[config.mk]
export PLATFORM = sky130hd
export DESIGN_NAME = acc_top
export DESIGN_NICKNAME = d
export VERILOG_FILES = /design/src/acc_conf_pkg.sv /design/src/acc_mem_pkg.sv /design/src/acc_top.sv /design/src/done_status_ctrl.sv /design/src/input_queue_ctrl.sv /design/src/output_queue_ctrl.sv /design/src/stream_sum_kernel.sv
export SDC_FILE = /design/constraint.sdc
export NUM_CORES = 1
export LEC_CHECK = 0
export BUFFER_PORTS_ARGS = -buffer_cell sky130_fd_sc_hd__buf_4
export CAP_MARGIN = 20
export CORE_MARGIN = 5
export CORE_UTILIZATION = 60
export DETAILED_ROUTE_END_ITERATION = 12
export MAX_ROUTING_LAYER = met4
export PLACE_DENSITY = 0.8
export SYNTH_ARGS = -nofsm -noshare
export SYNTH_HDL_FRONTEND = slang
export SYNTH_SLANG_ARGS = --single-unit
[constraint.sdc]
create_clock -name clk -period 8.5 [get_ports clk]
set_clock_uncertainty 0.05 [all_clocks]
set_input_delay 0 -clock clk [delete_from_list [all_inputs] [get_ports clk]]
set_output_delay 0 -clock clk [all_outputs]
set_load 0.005 [all_outputs]
[src/acc_conf_pkg.sv]
`default_nettype none

package acc_conf_pkg;

  // Field widths.
  localparam int ADDR_W = 32;
  localparam int QTD_W  = 16;

  // Bit positions in conf_valid.
  localparam int CONF_QUEUE_BIT = 0;
  localparam int CONF_DSM_BIT   = 1;

  // Queue view with the base address in the low bits.
  typedef struct packed {
    logic [15:0]       queue_id;
    logic [QTD_W-1:0]  count;
    logic [ADDR_W-1:0] base_addr;
  } queue_conf_t;

  // Status record view.
  typedef struct packed {
    logic [31:0]       reserved;
    logic [ADDR_W-1:0] status_addr;
  } dsm_conf_t;

  typedef union packed {
    queue_conf_t queue_conf;
    dsm_conf_t   dsm_conf;
  } conf_word_t;

endpackage

`default_nettype wire

[src/acc_mem_pkg.sv]
`default_nettype none

package acc_mem_pkg;

  // Request tag carried with every request and answered back.
  localparam int TAG_W = 8;

  typedef logic [TAG_W-1:0] tag_t;

  // Status record fields from low to high are write_beats, read_beats and acc_id.
  localparam int STAT_FIELD_W = 16;
  localparam int STAT_W       = 3 * STAT_FIELD_W;

endpackage

`default_nettype wire

[src/acc_top.sv]
`default_nettype none

module acc_top
  import acc_conf_pkg::*;
  import acc_mem_pkg::*;
#(
  parameter int DATA_WIDTH   = 32,
  parameter int ACC_ID       = 7,
  parameter int IN_QUEUE_ID  = 0,
  parameter int OUT_QUEUE_ID = 1
) (
  input  logic                                   clk,
  input  logic                                   arst_n,
  input  logic                                   start,
  input  logic [1:0]                             conf_valid,
  input  conf_word_t                             conf,
  input  logic                                   available_read,
  output logic                                   request_read,
  output logic [TAG_W+ADDR_W-1:0]                request_data,
  input  logic                                   read_data_valid,
  input  tag_t                                   read_queue_id,
  input  logic [DATA_WIDTH-1:0]                  read_data,
  input  logic [1:0]                             available_write,
  output logic [1:0]                             request_write,
  output logic [2*(DATA_WIDTH+ADDR_W+TAG_W)-1:0] write_data,
  input  logic                                   write_data_valid,
  input  tag_t                                   write_queue_id
);

  localparam int WR_W = DATA_WIDTH + ADDR_W + TAG_W;

  logic                  start_q;
  logic [1:0]            conf_valid_q;
  conf_word_t            conf_q;
  logic                  read_data_valid_q;
  tag_t                  read_queue_id_q;
  logic [DATA_WIDTH-1:0] read_data_q;
  logic                  write_data_valid_q;
  tag_t                  write_queue_id_q;

  logic                  acc_user_available_read;
  logic                  acc_user_request_read;
  logic [DATA_WIDTH-1:0] acc_user_read_data;
  logic                  acc_user_available_write;
  logic                  acc_user_request_write;
  logic [DATA_WIDTH-1:0] acc_user_write_data;
  logic                  has_rd_pending;
  logic                  has_wr_pending;
  logic                  has_pending;
  logic                  in_done;
  logic                  out_done;

  // ********************************************************************
  // Input register stage.
  // ********************************************************************

  always_ff @(posedge clk or negedge arst_n) begin
    if (!arst_n) begin
      start_q            <= 1'b0;
      conf_valid_q       <= '0;
      read_data_valid_q  <= 1'b0;
      write_data_valid_q <= 1'b0;
    end else begin
      start_q            <= start;
      conf_valid_q       <= conf_valid;
      read_data_valid_q  <= read_data_valid;
      write_data_valid_q <= write_data_valid;
    end
  end

  always_ff @(posedge clk) begin
    conf_q           <= conf;
    read_queue_id_q  <= read_queue_id;
    read_data_q      <= read_data;
    write_queue_id_q <= write_queue_id;
  end

  assign has_pending = has_rd_pending | has_wr_pending;

  // ********************************************************************
  // Queues, kernel and status record.
  // ********************************************************************

  input_queue_ctrl #(
    .DATA_WIDTH (DATA_WIDTH),
    .ID_QUEUE   (IN_QUEUE_ID)
  ) u_in_queue (
    .clk                     (clk),
    .arst_n                  (arst_n),
    .start                   (start_q),
    .conf_valid              (conf_valid_q),
    .conf                    (conf_q),
    .available_read          (available_read),
    .read_data_valid         (read_data_valid_q),
    .read_queue_id           (read_queue_id_q),
    .read_data               (read_data_q),
    .acc_user_request_read   (acc_user_request_read),
    .request_read            (request_read),
    .request_data            (request_data),
    .has_rd_pending          (has_rd_pending),
    .acc_user_available_read (acc_user_available_read),
    .acc_user_read_data      (acc_user_read_data),
    .done                    (in_done)
  );

  output_queue_ctrl #(
    .DATA_WIDTH (DATA_WIDTH),
    .ID_QUEUE   (OUT_QUEUE_ID)
  ) u_out_queue (
    .clk                      (clk),
    .arst_n                   (arst_n),
    .start                    (start_q),
    .conf_valid               (conf_valid_q),
    .conf                     (conf_q),
    .available_write          (available_write[0]),
    .write_data_valid         (write_data_valid_q),
    .write_queue_id           (write_queue_id_q),
    .acc_user_request_write   (acc_user_request_write),
    .acc_user_write_data      (acc_user_write_data),
    .request_write            (request_write[0]),
    .write_data               (write_data[WR_W-1:0]),
    .has_wr_pending           (has_wr_pending),
    .acc_user_available_write (acc_user_available_write),
    .done                     (out_done)
  );

  stream_sum_kernel #(
    .DATA_WIDTH (DATA_WIDTH)
  ) u_kernel (
    .clk                      (clk),
    .arst_n                   (arst_n),
    .start                    (start_q),
    .acc_user_available_read  (acc_user_available_read),
    .acc_user_read_data       (acc_user_read_data),
    .acc_user_available_write (acc_user_available_write),
    .acc_user_request_read    (acc_user_request_read),
    .acc_user_request_write   (acc_user_request_write),
    .acc_user_write_data      (acc_user_write_data)
  );

  // Status port sits in the upper write slice.
  done_status_ctrl #(
    .DATA_WIDTH (DATA_WIDTH),
    .ACC_ID     (ACC_ID)
  ) u_done_status (
    .clk                (clk),
    .arst_n             (arst_n),
    .start              (start_q),
    .conf_valid         (conf_valid_q),
    .conf               (conf_q),
    .done_rd            (in_done),
    .done_wr            (out_done),
    .has_pending        (has_pending),
    .acc_req_rd_data_en (acc_user_request_read),
    .acc_req_wr_data_en (acc_user_request_write),
    .available_write    (available_write[1]),
    .write_data_valid   (write_data_valid_q),
    .write_queue_id     (write_queue_id_q),
    .request_write      (request_write[1]),
    .write_data         (write_data[2*WR_W-1:WR_W])
  );

endmodule

`default_nettype wire

[src/done_status_ctrl.sv]
`default_nettype none

module done_status_ctrl
  import acc_conf_pkg::*;
  import acc_mem_pkg::*;
#(
  parameter int DATA_WIDTH = 32,
  parameter int ACC_ID     = 7
) (
  input  logic                               clk,
  input  logic                               arst_n,
  input  logic                               start,
  input  logic [1:0]                         conf_valid,
  input  conf_word_t                         conf,
  input  logic                               done_rd,
  input  logic                               done_wr,
  input  logic                               has_pending,
  input  logic                               acc_req_rd_data_en,
  input  logic                               acc_req_wr_data_en,
  input  logic                               available_write,
  input  logic                               write_data_valid,
  input  tag_t                               write_queue_id,
  output logic                               request_write,
  output logic [DATA_WIDTH+ADDR_W+TAG_W-1:0] write_data
);

  localparam logic [1:0] ST_IDLE = 2'd0;
  localparam logic [1:0] ST_WAIT = 2'd1;
  localparam logic [1:0] ST_SEND = 2'd2;
  localparam logic [1:0] ST_ACK  = 2'd3;

  logic [1:0]              state;
  logic [ADDR_W-1:0]       status_addr;
  logic [STAT_FIELD_W-1:0] rd_beats;
  logic [STAT_FIELD_W-1:0] wr_beats;
  logic [STAT_W-1:0]       status_rec;

  assign status_rec    = {STAT_FIELD_W'(ACC_ID), rd_beats, wr_beats};
  // A 32-bit data path keeps only the two beat counts.
  assign write_data    = {DATA_WIDTH'(status_rec), status_addr, tag_t'(ACC_ID)};
  assign request_write = (state == ST_SEND) && available_write;

  always_ff @(posedge clk) begin
    if (conf_valid[CONF_DSM_BIT]) begin
      status_addr <= conf.dsm_conf.status_addr;
    end
  end

  always_ff @(posedge clk or negedge arst_n) begin
    if (!arst_n) begin
      state    <= ST_IDLE;
      rd_beats <= '0;
      wr_beats <= '0;
    end else if (start) begin
      state    <= ST_WAIT;
      rd_beats <= '0;
      wr_beats <= '0;
    end else begin
      if (acc_req_rd_data_en) begin
        rd_beats <= rd_beats + 1'b1;
      end
      if (acc_req_wr_data_en) begin
        wr_beats <= wr_beats + 1'b1;
      end
      case (state)
        ST_WAIT: if (done_rd && done_wr && !has_pending) state <= ST_SEND;
        ST_SEND: if (request_write) state <= ST_ACK;
        ST_ACK:  if (write_data_valid && (write_queue_id == tag_t'(ACC_ID))) state <= ST_IDLE;
        default: state <= ST_IDLE;
      endcase
    end
  end

endmodule

`default_nettype wire

[src/input_queue_ctrl.sv]
`default_nettype none

module input_queue_ctrl
  import acc_conf_pkg::*;
  import acc_mem_pkg::*;
#(
  parameter int DATA_WIDTH = 32,
  parameter int ID_QUEUE   = 0
) (
  input  logic                    clk,
  input  logic                    arst_n,
  input  logic                    start,
  input  logic [1:0]              conf_valid,
  input  conf_word_t              conf,
  input  logic                    available_read,
  input  logic                    read_data_valid,
  input  tag_t                    read_queue_id,
  input  logic [DATA_WIDTH-1:0]   read_data,
  input  logic                    acc_user_request_read,
  output logic                    request_read,
  output logic [TAG_W+ADDR_W-1:0] request_data,
  output logic                    has_rd_pending,
  output logic                    acc_user_available_read,
  output logic [DATA_WIDTH-1:0]   acc_user_read_data,
  output logic                    done
);

  localparam logic [ADDR_W-1:0] WORD_BYTES = ADDR_W'(DATA_WIDTH / 8);
  localparam int PTR_W = 2;
  localparam int DEPTH = 2 ** PTR_W;

  logic [ADDR_W-1:0]     base_addr;
  logic [QTD_W-1:0]      count;
  logic                  conf_hit;
  logic                  rsp_hit;
  logic                  armed;
  logic [ADDR_W-1:0]     rd_addr;
  logic [QTD_W-1:0]      req_cnt;
  logic [QTD_W-1:0]      rsp_cnt;
  logic [QTD_W-1:0]      pull_cnt;
  logic [QTD_W-1:0]      in_flight;
  logic [DATA_WIDTH-1:0] buf_mem [DEPTH];

  assign conf_hit = conf_valid[CONF_QUEUE_BIT] &&
                    (conf.queue_conf.queue_id == 16'(ID_QUEUE));
  assign rsp_hit  = read_data_valid && (read_queue_id == tag_t'(ID_QUEUE));

  // A request holds its credit until the kernel has pulled the word.
  assign in_flight = req_cnt - pull_cnt;

  assign request_read = armed && (req_cnt != count) && available_read &&
                        (in_flight < QTD_W'(DEPTH));
  assign request_data = {tag_t'(ID_QUEUE), rd_addr};

  assign has_rd_pending          = req_cnt != rsp_cnt;
  assign acc_user_available_read = rsp_cnt != pull_cnt;
  assign acc_user_read_data      = buf_mem[pull_cnt[PTR_W-1:0]];
  assign done                    = armed && (pull_cnt == count);

  always_ff @(posedge clk) begin
    if (conf_hit) begin
      base_addr <= conf.queue_conf.base_addr;
      count     <= conf.queue_conf.count;
    end
    // Responses come back in order, so the response count is the write slot.
    if (rsp_hit) begin
      buf_mem[rsp_cnt[PTR_W-1:0]] <= read_data;
    end
  end

  always_ff @(posedge clk or negedge arst_n) begin
    if (!arst_n) begin
      armed    <= 1'b0;
      rd_addr  <= '0;
      req_cnt  <= '0;
      rsp_cnt  <= '0;
      pull_cnt <= '0;
    end else if (start) begin
      armed    <= 1'b1;
      rd_addr  <= base_addr;
      req_cnt  <= '0;
      rsp_cnt  <= '0;
      pull_cnt <= '0;
    end else begin
      // A new configuration ends the previous run.
      if (conf_hit) begin
        armed <= 1'b0;
      end
      if (request_read) begin
        rd_addr <= rd_addr + WORD_BYTES;
        req_cnt <= req_cnt + 1'b1;
      end
      if (rsp_hit) begin
        rsp_cnt <= rsp_cnt + 1'b1;
      end
      if (acc_user_request_read) begin
        pull_cnt <= pull_cnt + 1'b1;
      end
    end
  end

endmodule

`default_nettype wire

[src/output_queue_ctrl.sv]
`default_nettype none

module output_queue_ctrl
  import acc_conf_pkg::*;
  import acc_mem_pkg::*;
#(
  parameter int DATA_WIDTH = 32,
  parameter int ID_QUEUE   = 1
) (
  input  logic                               clk,
  input  logic                               arst_n,
  input  logic                               start,
  input  logic [1:0]                         conf_valid,
  input  conf_word_t                         conf,
  input  logic                               available_write,
  input  logic                               write_data_valid,
  input  tag_t                               write_queue_id,
  input  logic                               acc_user_request_write,
  input  logic [DATA_WIDTH-1:0]              acc_user_write_data,
  output logic                               request_write,
  output logic [DATA_WIDTH+ADDR_W+TAG_W-1:0] write_data,
  output logic                               has_wr_pending,
  output logic                               acc_user_available_write,
  output logic                               done
);

  localparam logic [ADDR_W-1:0] WORD_BYTES = ADDR_W'(DATA_WIDTH / 8);
  localparam int PTR_W = 2;
  localparam int DEPTH = 2 ** PTR_W;

  logic [ADDR_W-1:0]     base_addr;
  logic [QTD_W-1:0]      count;
  logic                  conf_hit;
  logic                  ack_hit;
  logic                  armed;
  logic [ADDR_W-1:0]     wr_addr;
  logic [QTD_W-1:0]      push_cnt;
  logic [QTD_W-1:0]      sent_cnt;
  logic [QTD_W-1:0]      ack_cnt;
  logic [QTD_W-1:0]      used;
  logic [DATA_WIDTH-1:0] buf_mem [DEPTH];

  assign conf_hit = conf_valid[CONF_QUEUE_BIT] &&
                    (conf.queue_conf.queue_id == 16'(ID_QUEUE));
  assign ack_hit  = write_data_valid && (write_queue_id == tag_t'(ID_QUEUE));

  // A slot is taken from the push until the write is acknowledged.
  assign used                     = push_cnt - ack_cnt;
  assign acc_user_available_write = used < QTD_W'(DEPTH);

  assign request_write  = armed && (sent_cnt != push_cnt) && available_write;
  assign write_data     = {buf_mem[sent_cnt[PTR_W-1:0]], wr_addr, tag_t'(ID_QUEUE)};
  assign has_wr_pending = sent_cnt != ack_cnt;
  assign done           = armed && (ack_cnt == count);

  always_ff @(posedge clk) begin
    if (conf_hit) begin
      base_addr <= conf.queue_conf.base_addr;
      count     <= conf.queue_conf.count;
    end
    if (acc_user_request_write) begin
      buf_mem[push_cnt[PTR_W-1:0]] <= acc_user_write_data;
    end
  end

  always_ff @(posedge clk or negedge arst_n) begin
    if (!arst_n) begin
      armed    <= 1'b0;
      wr_addr  <= '0;
      push_cnt <= '0;
      sent_cnt <= '0;
      ack_cnt  <= '0;
    end else if (start) begin
      armed    <= 1'b1;
      wr_addr  <= base_addr;
      push_cnt <= '0;
      sent_cnt <= '0;
      ack_cnt  <= '0;
    end else begin
      if (conf_hit) begin
        armed <= 1'b0;
      end
      if (acc_user_request_write) begin
        push_cnt <= push_cnt + 1'b1;
      end
      if (request_write) begin
        wr_addr  <= wr_addr + WORD_BYTES;
        sent_cnt <= sent_cnt + 1'b1;
      end
      if (ack_hit) begin
        ack_cnt <= ack_cnt + 1'b1;
      end
    end
  end

endmodule

`default_nettype wire

[src/stream_sum_kernel.sv]
`default_nettype none

module stream_sum_kernel #(
  parameter int DATA_WIDTH = 32
) (
  input  logic                  clk,
  input  logic                  arst_n,
  input  logic                  start,
  input  logic                  acc_user_available_read,
  input  logic [DATA_WIDTH-1:0] acc_user_read_data,
  input  logic                  acc_user_available_write,
  output logic                  acc_user_request_read,
  output logic                  acc_user_request_write,
  output logic [DATA_WIDTH-1:0] acc_user_write_data
);

  logic                  push_q;
  logic [DATA_WIDTH-1:0] acc;

  // No pull while a result is still on its way out.
  // The output space seen at pull time then still holds at the push.
  assign acc_user_request_read  = acc_user_available_read && acc_user_available_write &&
                                  !push_q;
  assign acc_user_request_write = push_q;
  assign acc_user_write_data    = acc;

  always_ff @(posedge clk or negedge arst_n) begin
    if (!arst_n) begin
      push_q <= 1'b0;
      acc    <= '0;
    end else if (start) begin
      push_q <= 1'b0;
      acc    <= '0;
    end else begin
      push_q <= acc_user_request_read;
      // Wraps modulo 2**DATA_WIDTH.
      if (acc_user_request_read) begin
        acc <= acc + acc_user_read_data;
      end
    end
  end

endmodule

`default_nettype wire

Word level (Yosys, flattened, before mapping). Memory sizes are Yosys's and may differ from the RTL's. Cells that the tools add are included.

Register bits after elaboration: 474. Memories kept: 2. Bits of input ports: 122. Word-level logic and storage cells: 128. RAM bits: 256. Output and inout port bits: 187.

Memories: u_in_queue.buf_mem (depth 4, bits a word 32, rd ports 1, clocked after Yosys merged registers in 0, wr ports 1, RTL line input_queue_ctrl.sv:42) `logic [DATA_WIDTH-1:0] buf_mem [DEPTH];`; u_out_queue.buf_mem (depth 4, bits a word 32, rd ports 1, clocked after Yosys merged registers in 0, wr ports 1, RTL line output_queue_ctrl.sv:41) `logic [DATA_WIDTH-1:0] buf_mem [DEPTH];`.

Mux-type cells: 36. Magnitude comparators: 2. Bitwise logic cells: 1. Eq/ne operators: 16. $add $sub $neg: 13. Reduce and logical (&&, ||, !) cells: 30.

Operators with widths (count): $mux W16 (16); $mux W32 (6); $add A16 B1 Y16 const B (8); $ne A16 B16 Y1 (5); $add A32 B3 Y32 const B (2); $add A32 B32 Y32 (1); $eq A16 B16 Y1 (2); $lt A16 B3 Y1 const B (2); $sub A16 B16 Y16 (2); $logic_and A1 B1 Y1 (17); $eq A16 B1 Y1 const B (1); $logic_not A16 Y1 (1); $reduce_bool A2 Y1 (8); $mux W1 (9); $ne A3 B2 Y1 const B (3); $eq A8 B1 Y1 const B (1); $eq A8 B3 Y1 const B (1); $logic_not A8 Y1 (1); $mux W2 (4); $pmux W2 S3 (1); $eq A2 B2 Y1 const B (2); $reduce_and A3 Y1 (1); $eq A2 B1 Y1 const B (1); $logic_not A1 Y1 (2); $or A1 B1 Y1 (1).

Longest topological paths before layout. Gate-level depths: netlist of run 1.

Depth in word-level cells: 7. Gate-level depth with buffers: 16. Gate-level depth less buffers: 14.

Cells and area by module. A second synthesis of run 1 with hierarchy kept.

Cells, all modules: 2563. Area, all modules: 32132.1 µm².

By module, submodules not included: input_queue_ctrl (area an instance 12260.5 µm², cells an instance 966, times used 1, sequential area each 7312.0 µm²); output_queue_ctrl (area an instance 11623.6 µm², cells an instance 869, times used 1, sequential area each 7312.0 µm²); stream_sum_kernel (area an instance 3065.4 µm², cells an instance 386, times used 1, sequential area each 825.8 µm²); done_status_ctrl (area an instance 2808.9 µm², cells an instance 224, times used 1, sequential area each 1811.7 µm²); acc_top (area an instance 2373.5 µm², cells an instance 118, times used 1, sequential area each 2367.3 µm²).

Worst setup path before layout of run 1. OpenSTA, ideal clock, no wires.

Kind: register -> register. Start: reg u_in_queue.pull_cnt[0]. End: reg u_kernel.acc[31] (netlist: u_kernel.acc_user_write_data[31]). Path buffers: 2. Cell stages (with the launch flop): 16. Data arrival time: 4.320 ns. Clock period less this slack: 4.495 ns. Library setup time: 0.125 ns. Required time: 8.325 ns. Setup slack: 4.005 ns. Path through: dfrtp_1 > buf_2 > buf_1 > mux4_2 > ha_1 > a21o_1 > a21o_1 > a21o_1 > a2111oi_0 > a211oi_1 > a311oi_1 > o221ai_1 > a21oi_1 > nand3_1 > o21ai_0 > mux2_2.

Cells in the longest elaborated chain, start to end: 4. Elaborated cells on any way between the ends: 8. Classes of those cells: 1 x add/sub; 1 x eq/ne; 2 x mux; 3 x reduce/logical; 1 x memory.

RTL lines: start, declared (RTL line input_queue_ctrl.sv:40) `logic [QTD_W-1:0] pull_cnt;`; start signal, assigned (RTL line input_queue_ctrl.sv:97) `pull_cnt <= pull_cnt + 1'b1;`; $mem_v2 Z4 W32 / $ne A16 B16 Y1 (equally long branches); $add A32 B32 Y32 / $logic_and A1 B1 Y1 (equally long branches) (RTL line stream_sum_kernel.sv:38, stream_sum_kernel.sv:22); $mux W32 / $logic_and A1 B1 Y1 (equally long branches) (RTL line stream_sum_kernel.sv:37, stream_sum_kernel.sv:22); $mux W32 / $reduce_bool A2 Y1 (equally long branches); end signal, assigned (RTL line stream_sum_kernel.sv:38) `acc <= acc + acc_user_read_data;`; end, declared (RTL line stream_sum_kernel.sv:18) `logic [DATA_WIDTH-1:0] acc;`.

Several ways; a longest one is shown, not always the timed one. The select of a mux whose other input is x is not followed. A chain may end at the register's enable or synchronous reset.

Final worst setup path of run 1. Ends and elaborated chain as after synthesis.

==> results of run 1 <==
==> how the worst min path moves through the flow <==
stage,startpoint,to,depth (start not counted)
2_1_floorplan,arst_n,conf_valid_q[0],0
3_3_place_gp,conf[15],conf_q[15],1
3_5_place_dp,conf[30],conf_q[30],1
4_1_cts,conf[48],conf_q[48],2
5_1_grt,conf[48],conf_q[48],2
6_report,arst_n,u_in_queue.rd_addr[0],2
==> through the flow <==
stage	hold WS, ns	power, mW	instances	area (sq um)	setup WS (ns)
floorplan	-0.346	4.55	2378	31100	4.00
global placement	0.0543	4.88	3243	33700	3.88
detailed placement	0.0554	4.91	3243	33700	3.71
CTS	0.000186	8.43	3612	38700	3.68
global route	0.0275	8.78	3622	38800	3.32
finish	-0.0212	8.50	3622	38800	3.66
==> layout make-up <==
type,count,area (sq um)
Tap cell,680,851
Clock buffer,112,2230
Antenna cell,8,20.0
Multi-Input combinational cell,1469,10700
Timing Repair Buffer,537,4630
Fill cell,2964,12500
Inverter,59,221
Sequential cell,730,19600
Clock inverter,27,435
==> routing by layer <==
| layer | track usage | vias to the layer above | routed length [um] | share of wire |
|---|---|---|---|---|
| li1 | - | 9569 | - | - |
| met1 | 0.396 | 10800 | 32600 | 0.37 |
| met2 | 0.510 | 1248 | 43100 | 0.49 |
| met3 | 0.0727 | 275 | 7970 | 0.091 |
| met4 | 0.120 | 0 | 3710 | 0.042 |
| met5 | - | - | 0 | 0 |
==> Yosys cell counts (6+ instances only) <==
| library cell | instances |
|---|---|
| edfxtp_1 | 384 |
| dfrtp_1 | 234 |
| nor2_1 | 198 |
| nand2_1 | 163 |
| xor2_1 | 150 |
| xnor2_1 | 135 |
| dfxtp_1 | 112 |
| o21ai_0 | 96 |
| clkbuf_1 | 78 |
| ha_1 | 78 |
| nand4_1 | 66 |
| mux4_2 | 64 |
| nand3_1 | 60 |
| inv_1 | 59 |
| a21oi_1 | 58 |
| and3_1 | 49 |
| mux2i_1 | 37 |
| nor4_1 | 32 |
| buf_4 | 26 |
| nor3_1 | 24 |
| a21o_1 | 23 |
| or3_1 | 23 |
| and2_1 | 21 |
| and4_1 | 14 |
| nor2b_1 | 14 |
| or4_1 | 11 |
| buf_1 | 10 |
| nand2b_1 | 10 |
| o21a_1 | 10 |
| mux2_2 | 9 |
| a2111oi_0 | 8 |
| a211oi_1 | 6 |
| buf_2 | 6 |
| o2111ai_1 | 6 |
| o31ai_1 | 6 |
==> state kept, by name, indices dropped and copies added (netlist names), 32 cells and up <==
name                          cells
u_in_queue.rd_addr               32
u_out_queue.wr_addr              32
u_in_queue.base_addr             32
read_data_q                      32
conf_q                           64
u_in_queue.buf_mem              128
u_out_queue.buf_mem             128
u_kernel.acc_user_write_data     32
u_done_status.status_addr        32
u_out_queue.base_addr            32
==> power by group through the flow <==
stage | Combinational [mW] | Sequential [mW] | Clock, mW
floorplan | 0.568 | 3.98 | 0
global placement | 0.860 | 4.02 | 0
detailed placement | 0.881 | 4.03 | 0
CTS | 0.968 | 3.96 | 3.51
global route | 1.08 | 3.98 | 3.73
finish | 0.997 | 3.97 | 3.53
==> layout by cell type (no fill, tap or decap), drive strengths merged, types with 8 or more instances in the layout <==
| cell | instances |
|---|---|
| conb | 24 |
| edfxtp | 384 |
| nor3 | 24 |
| or4 | 12 |
| xor2 | 150 |
| dfrtp | 234 |
| nand4 | 66 |
| mux2i | 37 |
| and2 | 21 |
| o21a | 10 |
| nor4 | 33 |
| ha | 78 |
| a21o | 23 |
| nor2b | 14 |
| dlygate4sd3 | 231 |
| bufinv | 8 |
| clkinv | 13 |
| a2111oi | 10 |
| nand2b | 11 |
| buf | 306 |
| clkbuf | 112 |
| and4 | 14 |
| mux4 | 64 |
| a21oi | 59 |
| inv | 62 |
| nand2 | 163 |
| diode | 8 |
| mux2 | 9 |
| xnor2 | 135 |
| or3 | 23 |
| dfxtp | 112 |
| and3 | 49 |
| o21ai | 98 |
| nand3 | 61 |
| nor2 | 198 |
==> kinds of logic after synthesis <==
logic type	after synthesis	share of synthesized area
fa+ha+maj	79	0.0321
other cells	2	0.000242
flops	730	0.633
mux	110	0.0617
compound gates	266	0.0545
simple gates	705	0.113
buf+inv	179	0.0250
xor+xnor	285	0.0805
==> metrics.cfg, run 1 <==
[critical_path]
reg2reg_depth=14
cp-endpoint=u_kernel.acc_user_write_data[31]
crit_top_cell=a21o_1
critical_path.top_delay_family=compound AO/OA/AOI/OAI gates
cp.arrival_ns=5.28
cp_max_fo=38
startpoint_type=flip-flop
max_stage_delay_ns=0.59
crit_start=u_in_queue.pull_cnt[0]
path_cells=buf_4 -> mux4_2 -> ha_1 -> a21o_1 -> a21o_1 -> a21o_1 -> a2111oi_0 -> a211oi_1 -> a311oi_1 -> o221ai_1 -> a21oi_1 -> nand3_1 -> o21ai_0 -> mux2_2
r2r_start=u_in_queue.pull_cnt[0]
critPathRequiredTime_ns=8.95
worstSetupEndpointType=flip-flop
worstSetupPathType=reg -> reg
r2r_setup_slack_ns=3.66
worst_r2r_endpoint=u_kernel.acc_user_write_data[31]
crit_buf_inv=1
critical_path_depth=14
slowest_stage=mux4_2

[clocking]
clk_path_buf_depth=3
ctsResizeCount=0
cts_buffers=75
cts.sinks=730
cts_root_buf=clkbuf_16
cts_tree=done
cts_setup_buffers=0
path_clk_slew_ns=0.07
clk_latency_ns=0.62
ctsHoldBuffers=230
htree_levels=3

[power]
pwr-share-seq=0.467
p_sw_mw=2.12
sw_frac_of_total=0.250
power.internal_mw=6.37
p_per_area_nw_per_um2=219
p_leak_nw=15.6
power_frac_comb=0.117
clock_power_share=0.415
ir_drop_mv=0.198

[synthesis]
synth_ff_type=edfxtp_1
synth-seq-area-share=0.633
syn_area_sq_um=31000
ys_seq_elements=730
netlist_instances=2356
syn_area_per_cell_sq_um=13.2
yosys-top-cells-area=edfxtp_1 37%, dfrtp_1 19%, dfxtp_1 7.2%
ys_warn_count=0
synth_top_cell_area_share=0.372
netlist-cell-type-count=72
synth_edf_count=384
synthArstFlopShare=0.321
yosysTopAreaCell=edfxtp_1

[place]
place.gp.congestion=0.944
hpwl_mm=50.7
port_buffers=284

[detailed_routing]
post_drt_wl_per_cell_um=24.1
routed_wl_mm=87.4
viasPerCell=6.04
drt_iter0_markers=2257
antenna_left=0
first_pass_iters=6
route.detailed.drc=0
vias=21900

[layout]
drive_gt1_frac=0.176
syn2layout_area_growth_pct=24.9
post-route-util=0.755
final_nets=3073

[timing]
worst_pin_slew_ns=1.08
period_share=0.569
min_period_ns=4.84
hold_ws_ns=-0.0212
rsz0062_at_grt=false
relSlewSlack=0.276
fmax_mhz=207
finalHoldViolations=3
fin_tns_setup_ns=0
finalMaxSlewViolations=0
setup_violations=0

[global_routing]
track_usage=0.316
antenna_found_initial=8
grt_start_max_net_pins=195
grt.overflow.total=0
grt_pass1_wl_mm=134
grt_pass1_vias=22500

[status]
status=finished with violations
violations=negative hold slack

[die]
rows=83
die_area_sq_um=56400
start_util=0.605
die_y_um=237
die_x_um=237
ios=309
core_area_sq_um=51300

[min_path]
holdCritPathClass=in -> async

[flow_run]
cap_violations=0

No activity file was read; power rests on OpenSTA's default activity.
==> inputs of run 2 (changes only) <==
CORE_UTILIZATION = 59   (was 60)
PLACE_DENSITY = 0.79   (was 0.8)
clock period = 5 ns   (was 8.5 ns; I/O delays follow)
==> run 2 against run 1 <==
The flow still finishes with violations (negative hold slack). Clock power is 58% higher. Die area grew 1.6%. Critical path depth fell by 1. Hold slack lost 0.0016 ns. Total power up 66%. Count of clock-buffer cells in the layout is 7 lower. Fmax up 2.7%. Utilization decreased by 1.7 points. Final cell count is 0.36% higher. Via count is 0.29% lower. Flip-flop and latch count unchanged. Setup slack worse by 3.4 ns. Critical path type unchanged. Largest cell class unchanged. Highest routed layer unchanged.
==> metrics.cfg, run 2 (same netlist as run 1, synthesis figures left out) <==
[die]
rows=84
ios=309
die_y_um=239
die_x_um=239
die_area_sq_um=57300
core_area_sq_um=52300
start_util=0.593

[status]
violations=negative hold slack
status=finished with violations

[global_routing]
grt_start_max_net_pins=132
antenna_found_initial=4
grt_pass1_vias=22200
grt.overflow.total=0
track_usage=0.302
grt_pass1_wl_mm=130

[clocking]
clk_path_buf_depth=3
cts_tree=done
cts_buffers=75
htree_levels=3
ctsResizeCount=0
cts.sinks=730
path_clk_slew_ns=0.06
clk_latency_ns=0.63
cts_root_buf=clkbuf_16

[layout]
post-route-util=0.738
final_nets=3081
final_cell_mix=384 x edfxtp_1, 309 x buf_4, 231 x dfrtp_1, 231 x dlygate4sd3_1, 196 x nor2_1
drive_gt1_frac=0.177
final_common_cell=edfxtp_1
syn2layout_area_growth_pct=24.6

[timing]
rsz0062_at_grt=false
worst_pin_slew_ns=0.969
relSlewSlack=0.354
period_share=0.942
setup_violations=0
hold_ws_ns=-0.0228
fin_tns_setup_ns=0
min_period_ns=4.71
finalMaxSlewViolations=0
fmax_mhz=212
finalHoldViolations=3

[critical_path]
max_stage_delay_ns=0.58
critPathRequiredTime_ns=5.43
worstSetupPathType=reg -> reg
startpoint_type=flip-flop
path_cells=buf_12 -> inv_1 -> ha_1 -> a21o_1 -> a21oi_2 -> o221ai_1 -> a221oi_1 -> o211ai_1 -> and3_1 -> a2111o_1 -> nor4_1 -> xnor2_1 -> o21ai_0
r2r_start=u_in_queue.pull_cnt[1]
worst_r2r_endpoint=u_in_queue.rd_addr[17]
cp.arrival_ns=5.14
crit_buf_inv=2
slowest_stage=nor4_1
critical_path.top_delay_family=compound AO/OA/AOI/OAI gates
worstSetupEndpointType=flip-flop
reg2reg_depth=13
r2r_setup_slack_ns=0.29
cp_max_fo=33

[detailed_routing]
vias=21800
viasPerCell=6.00
drt_iter0_markers=2266
routed_wl_mm=85.0
route.detailed.drc=0
first_pass_iters=7
post_drt_wl_per_cell_um=23.4
antenna_left=0

[power]
design_power_total_mw=14.1
p_per_area_nw_per_um2=365
p_leak_nw=15.6
ir_drop_mv=0.371

[place]
place.gp.congestion=0.936
hpwl_mm=50.5
port_buffers=284

[min_path]
holdCritPathClass=in -> async

[flow_run]
cap_violations=0

==> run 2: power by group <==
| group | internal [mW] | leakage, nW | switching, mW |
|---|---|---|---|
| Sequential | 6.52 | 7.70 | 0.221 |
| Combinational | 0.796 | 6.71 | 0.973 |
| Clock | 3.14 | 1.19 | 2.45 |
| Total | 10.5 | 15.6 | 3.64 |
==> run 2: how the worst max path moves through the flow <==
stage	start	to	slack, ns	depth (start not counted)
CTS	u_in_queue.pull_cnt[0]	u_kernel.acc_user_write_data[30]	0.52	14
floorplan	u_in_queue.pull_cnt[0]	u_kernel.acc_user_write_data[31]	0.50	15
finish	u_in_queue.pull_cnt[1]	u_in_queue.rd_addr[17]	0.29	13
detailed placement	u_in_queue.pull_cnt[0]	u_kernel.acc_user_write_data[30]	0.55	14
global route	u_in_queue.pull_cnt[1]	u_in_queue.rd_addr[17]	0.09	13
global placement	u_in_queue.pull_cnt[0]	u_kernel.acc_user_write_data[30]	0.63	14
==> run 2: what timing repair did <==
| item | 4_1_cts | 5_1_grt |
|---|---|---|
| hold buffers | 231 | 0 |
| hold endpoints to repair | 231 | 0 |
| setup buffers | 0 | 0 |
==> run 2: final cells by class <==
class,instances,area [sq um]
diodes,4,10.0
clock buffers,105,2100
clock inverters,35,353
fillers,3097,13700
inverters,59,221
multi-input cells,1469,10700
flip-flops and latches,730,19600
well taps,688,861
repair buffers,545,4730
==> run 2: layer usage <==
layer	track usage	part of all wire	vias up
li1	-	-	9571
met1	0.392	0.39	10800
met2	0.476	0.48	1201
met3	0.0654	0.089	266
met4	0.114	0.043	0
met5	-	0	-
==> run 2: stage by stage <==
step           instance area, sq um  setup WS [ns]  cells
2_1_floorplan                 31100          0.505   2378
3_3_place_gp                  33900          0.635   3260
3_5_place_dp                  33900          0.552   3260
4_1_cts                       38600          0.524   3631
5_1_grt                       38600         0.0902   3635
6_report                      38600          0.289   3635
==> inputs of run 3 (changes only) <==
CORE_UTILIZATION = 60   (was 59)
PLACE_DENSITY = 0.8   (was 0.79)
clock period = 5.64 ns   (was 5 ns; I/O delays follow)
==> run 3 against run 2 <==
The run now ends clean. Routed wire length fell by 1.7%. Final cell count fell by 0.41%. Sequential share of layout area fell by 0.054 points. Fmax fell by 1.0%.
==> metrics.cfg, run 3 (same netlist as run 1, synthesis figures left out) <==
[critical_path]
crit_start=u_in_queue.pull_cnt[1]
worst_r2r_endpoint=u_in_queue.req_cnt[12]
reg2reg_depth=12
path_cells=inv_1 -> ha_1 -> a21o_1 -> a21oi_2 -> o221ai_1 -> a221oi_1 -> o211ai_1 -> and3_1 -> a2111oi_2 -> nand4_1 -> or3_1 -> a21oi_1
r2r_start=u_in_queue.pull_cnt[1]
cp.arrival_ns=5.23
worstSetupEndpointType=flip-flop
slowest_stage=dfrtp_1
max_stage_delay_ns=0.85
cp_max_fo=16
worstSetupPathType=reg -> reg
cp-endpoint=u_in_queue.req_cnt[12]
critPathRequiredTime_ns=6.11
r2r_setup_slack_ns=0.88
startpoint_type=flip-flop

[global_routing]
antenna_found_initial=4
track_usage=0.304
grt_start_max_net_pins=156
grt_pass1_vias=22100
grt.overflow.total=0
grt_pass1_wl_mm=130

[power]
ir_drop_mv=0.376
p_leak_nw=15.6
design_power_total_mw=12.6
p_per_area_nw_per_um2=325

[timing]
fmax_mhz=210
finalHoldViolations=0
fin_tns_setup_ns=0
relSlewSlack=0.334
setup_violations=0
min_period_ns=4.76
fin_ws_ns=0.882
hold_ws_ns=0.00941
period_share=0.844
finalMaxSlewViolations=0
rsz0062_at_grt=false
worst_pin_slew_ns=0.999

[detailed_routing]
first_pass_iters=8
route.detailed.drc=0
drt_iter0_markers=2016
viasPerCell=5.95
post_drt_wl_per_cell_um=23.1
vias=21500
antenna_left=0
routed_wl_mm=83.5

[clocking]
cts_root_buf=clkbuf_16
clk_path_buf_depth=3
cts.sinks=730
htree_levels=3
path_clk_slew_ns=0.06
ctsResizeCount=0
clk_latency_ns=0.62
ctsHoldBuffers=234
cts_setup_buffers=0
cts_tree=done
cts_buffers=73

[status]
status=finished clean

[die]
die_x_um=237
rows=83
core_area_sq_um=51300
ios=309
die_y_um=237
start_util=0.605
die_area_sq_um=56400

[layout]
drive_gt1_frac=0.176
final_common_cell=edfxtp_1
fin_cells=3620
final_nets=3079
syn2layout_area_growth_pct=24.7
final_cell_mix=384 x edfxtp_1, 306 x buf_4, 234 x dlygate4sd3_1

[place]
port_buffers=284
placed_cells=3248
hpwl_mm=50.2
place.gp.congestion=0.946
place_ws_ns=1.02

[min_path]
min_path_cells=2
hp-start=read_data[23]
holdCritPathClass=in -> reg

[flow_run]
cap_violations=0

==> run 3: changes by cell type in the layout (fill, tap and decap cells not counted), sizes merged <==
cell / change
clkinvlp: -2
clkinv: +1
buf: -3
inv: -4
bufinv: +6
dlygate4sd3: +3
clkbuf: -8
==> run 3: cell type report <==
cell class / count / area, sq um
Sequential cell: 730 / 19600
Fill cell: 2979 / 12600
Multi-Input combinational cell: 1469 / 10700
Timing Repair Buffer: 545 / 4740
Clock buffer: 97 / 2050
Tap cell: 680 / 851
Clock inverter: 36 / 445
Inverter: 59 / 221
Antenna cell: 4 / 10.0
==> run 3: worst max-delay path, delay by kind of cell, from the launching register on <==
| kind | cells | cell delay [ns] |
|---|---|---|
| AO/OA/AOI/OAI | 7 | 2.21 |
| AND/OR/NAND/NOR | 3 | 1.05 |
| flip-flops | 1 | 0.85 |
| adder cells (fa/ha/maj) | 1 | 0.34 |
| buffers and inverters | 1 | 0.16 |
==> run 3: worst min path at each step <==
stage	slack, ns	endpoint
2_1_floorplan	-0.35	conf_valid_q[0]
3_3_place_gp	-0.03	conf_valid_q[0]
3_5_place_dp	-0.04	conf_valid_q[0]
4_1_cts	0.001	read_data_q[22]
5_1_grt	0.02	read_data_q[23]
6_report	0.009	read_data_q[23]
==> run 3: stage by stage <==
stage                      util  cell area, sq um
after floorplan               -             31100
after global placement    0.659             33800
after detailed placement  0.659             33800
after CTS                 0.754             38700
after global routing      0.754             38700
final                     0.754             38700
==> run 3: report_power, final <==
part | total, mW | internal (mW) | switching (mW)
Clock | 5.09 | 2.99 | 2.10
Sequential | 6.00 | 5.78 | 0.218
Combinational | 1.50 | 0.691 | 0.811
Total | 12.6 | 9.45 | 3.13
==> run 3: routing by layer <==
metal / up-vias / GRT usage / wire [um]
met4: 0 / 0.0924 / 2610
met1: 10600 / 0.383 / 31800
met3: 228 / 0.0656 / 7260
met2: 1113 / 0.502 / 41800
met5: - / - / 0
li1: 9557 / - / -
